$ cat config.mk
export PLATFORM = sky130hd
export DESIGN_NAME = memStage_flat
export DESIGN_NICKNAME = d
export VERILOG_FILES = /design/src/hdl/memPkg.sv /design/src/hdl/dataBusIf.sv /design/src/hdl/loadAligner.sv /design/src/hdl/memStage.sv /design/src/flat_wrapper.sv
export VERILOG_INCLUDE_DIRS = /design/src /design/src/hdl
export SDC_FILE = /design/constraint.sdc
export NUM_CORES = 1
export LEC_CHECK = 0
export BUFFER_PORTS_ARGS = -buffer_cell sky130_fd_sc_hd__buf_2
export CAP_MARGIN = 20
export CORE_ASPECT_RATIO = 1.4
export CORE_UTILIZATION = 45
export CTS_BUF_LIST = sky130_fd_sc_hd__clkbuf_2 sky130_fd_sc_hd__clkbuf_4 sky130_fd_sc_hd__clkbuf_8
export DETAILED_ROUTE_END_ITERATION = 7
export GPL_TIMING_DRIVEN = 0
export PLACE_DENSITY = 0.75
export SLEW_MARGIN = 20
export SYNTH_ARGS = -nofsm -noshare
export SYNTH_HDL_FRONTEND = slang
export SYNTH_SLANG_ARGS = --single-unit
export TNS_END_PERCENT = 10
$ cat constraint.sdc
create_clock -name Clk -period 6.9 [get_ports Clk]
set_input_delay 1.38 -clock Clk [delete_from_list [all_inputs] [get_ports Clk]]
set_output_delay 1.38 -clock Clk [all_outputs]
set_load 0.01 [all_outputs]
$ cat src/hdl/memStage_cfg.svh
`ifndef MEMSTAGE_CFG_SVH
`define MEMSTAGE_CFG_SVH

//////////////////////////////////////////////////////////////////////
// data RAM geometry
//////////////////////////////////////////////////////////////////////

// word address width, 8 bits gives 256 words (1 KiB)
`define RAM_ADDR_BITS 8

//////////////////////////////////////////////////////////////////////
// data RAM timing
//////////////////////////////////////////////////////////////////////

// cycles between first sampled req and rising ack
`define RAM_WAIT 2

`endif

$ cat src/hdl/memPkg.sv
`default_nettype none

`include "memStage_cfg.svh"

package memPkg;

    typedef logic [31:0] word_t;                     // data or byte address
    typedef logic [4:0] regId_t;
    typedef logic [3:0] laneMask_t;                  // one bit per byte lane
    typedef logic [`RAM_ADDR_BITS-1:0] ramAddr_t;    // word index into RAM

    // execute-stage operation seen by the memory stage
    typedef enum logic [3:0] {
        NONE,       // alu pass-through
        LB,
        LBU,
        LH,
        LHU,
        LW,
        LWL,
        LWR,
        SB,
        SH,
        SW,
        SWL,
        SWR
    } memOp_t;

    // four-phase master
    typedef enum logic [1:0] {
        IDLE,
        REQ,        // req high, waiting for ack
        RELEASE     // req dropped, waiting for ack to fall
    } busState_t;

endpackage

`default_nettype wire

$ cat src/hdl/dataBusIf.sv
`timescale 1ns/10ps
`default_nettype none

// one four-phase req/ack data bus transaction
interface dataBusIf;

    logic                 req;
    logic                 we;
    memPkg::word_t        addr;     // byte address, low bits zero
    memPkg::laneMask_t    be;
    memPkg::word_t        wdata;
    logic                 ack;
    memPkg::word_t        rdata;    // valid while ack high

    modport master (
        output req,
        output we,
        output addr,
        output be,
        output wdata,
        input  ack,
        input  rdata
    );

    modport slave (
        input  req,
        input  we,
        input  addr,
        input  be,
        input  wdata,
        output ack,
        output rdata
    );

endinterface

`default_nettype wire

$ cat src/hdl/loadAligner.sv
`timescale 1ns/10ps
`default_nettype none

module loadAligner (
    input  wire memPkg::memOp_t   op,
    input  wire [1:0]             offset,
    input  wire memPkg::word_t    rdata,
    input  wire                   regWe,
    output memPkg::word_t         result,
    output memPkg::laneMask_t     regMask
);

    memPkg::word_t     shiftedDown;
    memPkg::word_t     shiftedUp;
    memPkg::laneMask_t fullMask;

    assign shiftedDown = rdata >> {offset, 3'b000};   // addressed byte to lane 0
    assign shiftedUp   = rdata << {offset, 3'b000};   // lwl
    assign fullMask    = {4{regWe}};

    //////////////////////////////////////////////////////////////////////
    // data extraction and extension
    //////////////////////////////////////////////////////////////////////

    always_comb begin
        case (op)
            memPkg::LB: begin
                result = {{24{shiftedDown[7]}}, shiftedDown[7:0]};
            end
            memPkg::LBU: begin
                result = {24'h000000, shiftedDown[7:0]};
            end
            memPkg::LH: begin
                result = {{16{shiftedDown[15]}}, shiftedDown[15:0]};
            end
            memPkg::LHU: begin
                result = {16'h0000, shiftedDown[15:0]};
            end
            memPkg::LWL: begin
                result = shiftedUp;
            end
            default: begin
                result = shiftedDown;    // lw, lwr
            end
        endcase
    end

    //////////////////////////////////////////////////////////////////////
    // register byte-write mask
    //////////////////////////////////////////////////////////////////////

    // writeback merges unaligned loads lane by lane
    always_comb begin
        case (op)
            memPkg::LWR: begin
                regMask = fullMask >> offset;
            end
            memPkg::LWL: begin
                regMask = fullMask << (~offset);
            end
            default: begin
                regMask = fullMask;
            end
        endcase
    end

endmodule

`default_nettype wire

$ cat src/hdl/memStage.sv
`timescale 1ns/10ps
`default_nettype none

module memStage (
    input  wire                   Clk,
    input  wire                   arstN,
    input  wire                   flush,
    input  wire memPkg::memOp_t   eOp,
    input  wire memPkg::word_t    eAddrData,
    input  wire memPkg::word_t    eStoreData,
    input  wire memPkg::regId_t   eRtId,
    input  wire                   eRegWe,
    input  wire memPkg::regId_t   eRegId,
    input  wire memPkg::word_t    ePc,
    output logic                  stall,
    output logic                  mRegWe,
    output memPkg::laneMask_t     mRegMask,
    output memPkg::regId_t        mRegId,
    output memPkg::word_t         mData,
    output memPkg::word_t         mPc,
    dataBusIf.master              bus
);

    logic [1:0]        offset;
    logic              isLoad;
    logic              isStore;
    logic              isMem;
    memPkg::word_t     storeSrc;
    memPkg::word_t     laneData;
    memPkg::laneMask_t laneBe;
    memPkg::word_t     loadResult;
    memPkg::laneMask_t loadMask;
    memPkg::busState_t state;
    logic              abandon;     // flushed while in flight
    logic              startReq;
    logic              done;

    assign offset = eAddrData[1:0];

    always_comb begin
        case (eOp)
            memPkg::LB, memPkg::LBU, memPkg::LH, memPkg::LHU,
            memPkg::LW, memPkg::LWL, memPkg::LWR: begin
                isLoad  = 1'b1;
                isStore = 1'b0;
            end
            memPkg::SB, memPkg::SH, memPkg::SW, memPkg::SWL, memPkg::SWR: begin
                isLoad  = 1'b0;
                isStore = 1'b1;
            end
            default: begin
                isLoad  = 1'b0;
                isStore = 1'b0;
            end
        endcase
    end

    assign isMem = isLoad | isStore;

    //////////////////////////////////////////////////////////////////////
    // store data path
    //////////////////////////////////////////////////////////////////////

    // rt written by the instruction now in M
    assign storeSrc = (eRtId != '0 && mRegWe && mRegId == eRtId) ? mData : eStoreData;

    assign laneData = (eOp == memPkg::SWL) ? storeSrc >> {~offset, 3'b000}
                                           : storeSrc << {offset, 3'b000};

    always_comb begin
        case (eOp)
            memPkg::SB:  laneBe = 4'b0001 << offset;
            memPkg::SH:  laneBe = 4'b0011 << offset;
            memPkg::SWL: laneBe = 4'b1111 >> (~offset);
            memPkg::SWR: laneBe = 4'b1111 << offset;
            default:     laneBe = 4'b1111;
        endcase
    end

    //////////////////////////////////////////////////////////////////////
    // bus master
    //////////////////////////////////////////////////////////////////////

    assign startReq = (state == memPkg::IDLE) && isMem && !flush;
    assign done     = (state == memPkg::REQ) && bus.ack && !abandon;
    assign stall    = isMem && !done;

    always_ff @(posedge Clk or negedge arstN) begin
        if (!arstN) begin
            state   <= memPkg::IDLE;
            bus.req <= 1'b0;
            abandon <= 1'b0;
        end else begin
            case (state)
                memPkg::IDLE: begin
                    if (startReq) begin
                        state   <= memPkg::REQ;
                        bus.req <= 1'b1;
                    end
                end
                memPkg::REQ: begin
                    if (bus.ack) begin
                        state   <= memPkg::RELEASE;
                        bus.req <= 1'b0;
                        abandon <= 1'b0;
                    end else if (flush) begin
                        abandon <= 1'b1;    // let it finish, drop the result
                    end
                end
                memPkg::RELEASE: begin
                    if (!bus.ack) state <= memPkg::IDLE;
                end
                default: begin
                    state <= memPkg::IDLE;
                end
            endcase
        end
    end

    // held for the whole transaction
    always_ff @(posedge Clk) begin
        if (startReq) begin
            bus.we    <= isStore;
            bus.addr  <= {eAddrData[31:2], 2'b00};
            bus.be    <= laneBe;
            bus.wdata <= laneData;
        end
    end

    loadAligner u_loadAligner (
        .op      (eOp),
        .offset  (offset),
        .rdata   (bus.rdata),
        .regWe   (eRegWe),
        .result  (loadResult),
        .regMask (loadMask)
    );

    //////////////////////////////////////////////////////////////////////
    // M register
    //////////////////////////////////////////////////////////////////////

    always_ff @(posedge Clk or negedge arstN) begin
        if (!arstN) begin
            mRegWe   <= 1'b0;
            mRegMask <= '0;
        end else if (flush) begin
            mRegWe   <= 1'b0;
            mRegMask <= '0;
        end else if (!stall) begin
            mRegWe   <= eRegWe && !isStore;
            mRegMask <= isStore ? 4'b0000 : loadMask;
        end
    end

    always_ff @(posedge Clk) begin
        if (!flush && !stall) begin
            mRegId <= eRegId;
            mData  <= isLoad ? loadResult : eAddrData;
            mPc    <= ePc;
        end
    end

endmodule

`default_nettype wire

$ cat src/flat_wrapper.sv
// flat-port wrapper written by rule: the top's interface ports become plain ports
module memStage_flat 
  (Clk, arstN, flush, eOp, eAddrData, eStoreData, eRtId, eRegWe, eRegId, ePc, stall, mRegWe, mRegMask, mRegId, mData, mPc, bus_req, bus_we, bus_addr, bus_be, bus_wdata, bus_ack, bus_rdata);
  dataBusIf bus_i ();
  input  wire Clk;
  input  wire arstN;
  input  wire flush;
  input  wire memPkg::memOp_t eOp;
  input  wire memPkg::word_t eAddrData;
  input  wire memPkg::word_t eStoreData;
  input  wire memPkg::regId_t eRtId;
  input  wire eRegWe;
  input  wire memPkg::regId_t eRegId;
  input  wire memPkg::word_t ePc;
  output logic stall;
  output logic mRegWe;
  output memPkg::laneMask_t mRegMask;
  output memPkg::regId_t mRegId;
  output memPkg::word_t mData;
  output memPkg::word_t mPc;
  output wire logic [$bits(bus_i.req)-1:0] bus_req;
  output wire logic [$bits(bus_i.we)-1:0] bus_we;
  output wire logic [$bits(bus_i.addr)-1:0] bus_addr;
  output wire logic [$bits(bus_i.be)-1:0] bus_be;
  output wire logic [$bits(bus_i.wdata)-1:0] bus_wdata;
  input wire logic [$bits(bus_i.ack)-1:0] bus_ack;
  input wire logic [$bits(bus_i.rdata)-1:0] bus_rdata;
  assign bus_req = bus_i.req;
  assign bus_we = bus_i.we;
  assign bus_addr = bus_i.addr;
  assign bus_be = bus_i.be;
  assign bus_wdata = bus_i.wdata;
  assign bus_i.ack = bus_ack;
  assign bus_i.rdata = bus_rdata;
  memStage u_core (.Clk(Clk), .arstN(arstN), .flush(flush), .eOp(eOp), .eAddrData(eAddrData), .eStoreData(eStoreData), .eRtId(eRtId), .eRegWe(eRegWe), .eRegId(eRegId), .ePc(ePc), .stall(stall), .mRegWe(mRegWe), .mRegMask(mRegMask), .mRegId(mRegId), .mData(mData), .mPc(mPc), .bus(bus_i));
endmodule
======== Word-level counts from Yosys, hierarchy flattened ========
Memories as Yosys holds them, arrays and structs flattened.
Cells that the tools add are included.
Widths: inputs -> output; s select.
operators by class
  multiplexer cells ....................... 20
  div/mod/pow operators ................... 0
  bitwise logic cells ..................... 2
  $lt $le $gt $ge ......................... 0
  shifts and indexed selects .............. 10
  reduce and logical (&&, ||, !) cells .... 21
  equal/unequal tests ..................... 17
  add/sub/neg operators ................... 0
  multipliers ............................. 0
operator list
  operator             number
  $pmux 32 s5          1
  $mux 32              3
  $shl 32x5->32        2
  $shr 32x5->32        2
  $eq 4x4->1 const B   4
  $pmux 4 s4           1
  $eq 4x3->1 const B   3
  $mux 4               3
  $logic_and 1x1->1    9
  $eq 4x2->1 const B   2
  $pmux 4 s2           1
  $mux 1               6
  $mux 2               3
  $ne 2x2->1 const B   3
  $pmux 2 s3           1
  $reduce_and 3->1     2
  $eq 5x5->1           1
  $logic_not 1->1      5
  $reduce_bool 5->1    1
  $eq 4x1->1 const B   1
  $reduce_bool 2->1    2
  $shl 1x2->4 const A  1
  $shl 2x2->4 const A  1
  $shl 4x2->4          1
  11 further kinds     11
storage, ports and cells
  bits in writable memories ............... 0
  latch bits .............................. 0
  input port bits ......................... 147
  register bits ........................... 145
  memory bits (read-only) ................. 32
  output and inout port bits .............. 145
  memories kept ........................... 1
  word-level logic and storage cells ...... 83
memory list
  name             words  width  read ports  clocked after memory_dff  wr ports  RTL line        RTL
  (no name shown)  16     2      1           0                         0         memStage.sv:41  case (eOp)

======== Longest topological paths before layout ========
  depth after elaboration ................. 7
  gate-level depth with buffers ........... 10
  gate-level depth less buffers ........... 6

======== Cells and area by module ========
A second synthesis with hierarchy kept.
second synthesis, totals
  cell total of the unflattened synthesis .. 714
  area, all modules ....................... 8529.4 µm²
by module, submodules not included
  module       cells an instance  instances  area each (µm²)  sequential area each (µm²)
  memStage     495                1          7046.8           4309.1
  loadAligner  219                1          1482.7           0.0

======== Worst setup path before layout ========
Ideal clock, no wire load.
  path kind ............................... input port to flip-flop
  start ................................... input eOp[0]
  end ..................................... register u_core.bus.addr[10], enable pin
  data arrival time ....................... 6.696 ns
  stages on the path ...................... 5
  path slack .............................. -0.370 ns
  library setup time ...................... 0.574 ns
  cell sequence ........................... clkbuf_1 -> o211ai_1 -> nand2_1 -> or2_2 -> nor3_1
on the way
  word-level cells in the longest chain between the ends .. 4
ends and longest elaborated chain
  element                          RTL line           RTL
  start: declaration               flat_wrapper.sv:8  input wire memPkg::memOp_t eOp;
  $mem_v2 16x2                     --
  $or 1x1->1                       memStage.sv:58     assign isMem = isLoad | isStore;
  $logic_and 1x1->1 (2 in series)  memStage.sv:84     assign startReq = (state == memPkg::IDLE) && isMem && !flush;
  named net u_core.startReq        memStage.sv:35     logic startReq;
  end signal: assignment           memStage.sv:124    bus.addr <= {eAddrData[31:2], 2'b00};
  end: declaration                 dataBusIf.sv:18    output addr,
The timed path passes the listed nets, and every way through them passes these cells.
A chain may end at the register's enable or synchronous reset.

======== Final worst setup path ========
  start ................................... input eOp[0]
  end ..................................... output stall
on the way
  word-level cells in the longest chain between the ends .. 3
ends and longest elaborated chain
  element            RTL line            RTL
  $mem_v2 16x2       --
  $or 1x1->1         memStage.sv:58
  $logic_and 1x1->1  memStage.sv:86      assign stall = isMem && !done;
  end: declaration   flat_wrapper.sv:15  output logic stall;
Every way passes these cells.

==> results.yml <==
sta:
  finalHoldViolCount: 0
  max_slew_margin: 0.342
  timing.clock.skew_ns: 0.0167
  finalWorstPathRequiredPeriod_ns: 3.99
  finalSetupTns_ns: 0
  final_worst_setup_slack_ns: 2.91
  worst-slew-pin-transition_ns: 0.986
  fin_crit_sh: 0.578
  fmax_ghz: 0.251
  timing.final.max_slew_violations: 0
  rsz0062_at_grt: "false"
  setup_viol: 0
finish:
  design.final.nets: 1134
  layout-drive-gt1-share: 0.396
  postLayoutCellArea_mm2: 0.0102
  syn2layout_area_growth_pct: 29.7
cts:
  cts_hold_buffers: 0
  clock_insertion_delay_worst_skew_ns: 0.47
  h_tree_level_count: 4
  clk_root_buffer_cell: "clkbuf_8"
  tritoncts_sinks: 145
  clk_pin_slew_ns: 0.07
  cts_made_buffers: 17
  postCtsResizedCells: 0
  post-cts-setup-buffers: 0
  tritoncts: "built"
  cts-root-to-sink-buffers: 2
floorplanning:
  floorplan.die.width_um: 114
  initial_utilization: 0.465
  num_rows: 56
  core_area_mm2: 0.0170
  dieArea_mm2: 0.0180
  fp.dieH_um: 159
  ios: 292
detailed_routing:
  antenna_left: 0
  wl_per_cell_um: 21.9
  drtIter0Drc: 776
  post_drt_via_cell_ratio: 5.94
  drt_first_pass_iters: 8
  drt-total-wl_um: 27100
  drt_drc_violations_left: 1
  route.vias.total: 7339
global_routing:
  grt_pass1_vias: 7372
  initial_antenna_violation_count: 4
  first_pass_grt_wire_length_um: 39800
  global_route.usage.total: 0.300
  grt_max_degree: 32
  gr-total-overflow: 0
placed_design:
  place_hpwl_um: 21000
  gp_congestion: 0.977
  postPlaceCellArea_mm2: 0.00973
  detailedPlace.worstSlack_ns: 2.95
  port-buffer-count: 288
synth:
  leading_cell_type_by_number_of_instances_after_synthesis: "edfxtp_1"
  synth_top_flop_cell: "edfxtp_1"
  yosysWarningCount: 0
  cell_taking_the_most_area_after_synthesis: "edfxtp_1"
  number_of_flops_mapped_to_enable_cells_by_yosys: 136
  post-synth-top-area-fraction: 0.518
  syn_area_mm2: 0.00788
  number_of_cells_produced_by_synthesis: 673
  synth-seq-cells: 145
  proportion_of_register_bits_with_asynchronous_set_or_reset_after_synthesis: 0.0621
  synth.cells.most_frequent: "136 x edfxtp_1, 72 x nand2_1, 65 x mux2i_1"
  netlist-cell-type-count: 60
  synth_top_cells_by_area: "edfxtp_1 52%, mux2i_1 8.3%, mux2_2 5.0%, nand2_1 3.4%, dfrtp_1 2.9%"
  synth_area_per_cell_um2: 11.7
  yosysSeqAreaShare: 0.547
pwr:
  p_leak_nw: 4.08
  vdd_ir_max_uv: 201
  pwr_density_cell_mw_per_mm2: 248
run_status:
  failed_checks: "DRC"
  outcome: "complete, but fails checks"
worst_hold_path:
  timing.hold.worst.class: "reg -> reg"
worst_setup_path:
  cp.required_ns: 5.52
  worstSetupEndpointType: "primary output"
  timing.setup.critical_path_class: "in -> out"
  crit_fanout: 10
  critPathArrivalTime_ns: 2.61
  start_kind: "primary input"
flow_run:
  maxCapViolations: 0
## critical path: stages
cell and delay, ns:
buf_2 0.11, clkbuf_1 0.22, or4_1 0.57, nand2_1 0.10, nor2_1 0.08, buf_2 0.16
## registers in the layout (all words and copies together) (netlist names), 2 cells and up
| name | flops |
|---|---|
| u_core.mData | 32 |
| u_core.bus.wdata | 32 |
| u_core.bus.addr | 30 |
| u_core.bus.be | 4 |
| u_core.mPc | 32 |
| u_core.state | 2 |
| u_core.mRegMask | 4 |
| u_core.mRegId | 5 |
## kinds of logic after synthesis
kind of cell / count (synthesis) / synth area share
XOR/XNOR: 5 / 0.00556
AO/OA/AOI/OAI: 200 / 0.176
AND/OR/NAND/NOR: 161 / 0.0896
buffers and inverters: 56 / 0.0376
multiplexers: 105 / 0.144
flip-flops: 145 / 0.547
other: 1 / 0.000476
## metal layers
layer  wire length, um  global-route usage
met3              2700              0.0742
met2             13600               0.526
met4              1330               0.197
met1              9480               0.320
met5                 0                   0
## stage by stage
stage | hold WS, ns | util | cells | total power [W]
2_1_floorplan | 0.492 | - | 674 | 0.00148
3_3_place_gp | 0.464 | 0.567 | 1194 | 0.00172
3_5_place_dp | 0.471 | 0.574 | 1200 | 0.00174
4_1_cts | 0.494 | 0.602 | 1231 | 0.00254
5_1_grt | 0.498 | 0.603 | 1235 | 0.00263
6_report | 0.497 | 0.603 | 1236 | 0.00253
## final timing paths
path                                                      from  depth (start not counted)  slack [ns]                        endpoint
worst min-delay path            u_core.mRegMask[1]$_DFFE_PN0P_                          2        0.50  u_core.mRegMask[1]$_DFFE_PN0P_
worst max register to register      u_core.mRegId[4]$_DFFE_PP_                          8        4.40  u_core.bus.wdata[27]$_DFFE_PP_
max in group asynchronous                                arstN                          1        5.95  u_core.mRegMask[0]$_DFFE_PN0P_
min in group asynchronous                                arstN                          1        0.75      u_core.bus.req$_DFFE_PN0P_
worst min register to register  u_core.mRegMask[1]$_DFFE_PN0P_                          2        0.50  u_core.mRegMask[1]$_DFFE_PN0P_
worst max-delay path                                    eOp[0]                          6        2.91                           stall
## report_power, final
group	internal [W]	total, W	switching (W)	leakage, nW
logic	0.000220	0.000554	0.000335	2.47
clock network	0.000470	0.000807	0.000336	0.231
registers	0.00112	0.00117	0.0000520	1.38
## layout by cell type, fill, tap and decap left out, drive strengths merged, types with 4 or more instances in the layout
cell	instances
edfxtp	136
nand2	73
o21ai	44
buf	321
bufinv	6
o211ai	9
mux2i	70
a221oi	16
a2bb2oi	8
inv	8
a211oi	6
o22a	16
a21oi	43
a22oi	8
dfrtp	9
or2	4
o221ai	23
nor4	4
nor3	4
nand3	7
a31oi	7
diode	5
nor2	47
mux2	35
clkbuf	41
nor2b	6
## layout make-up
type	instances	area, um2
fillers	1540	6740
flip-flops and latches	145	4310
multi-input cells	473	3300
repair buffers	294	1540
well taps	232	290
plain buffers	50	274
clock buffers	18	241
clock inverters	13	234
inverters	6	22.5
diodes	5	12.5
Power figures use the tool's default switching activity.
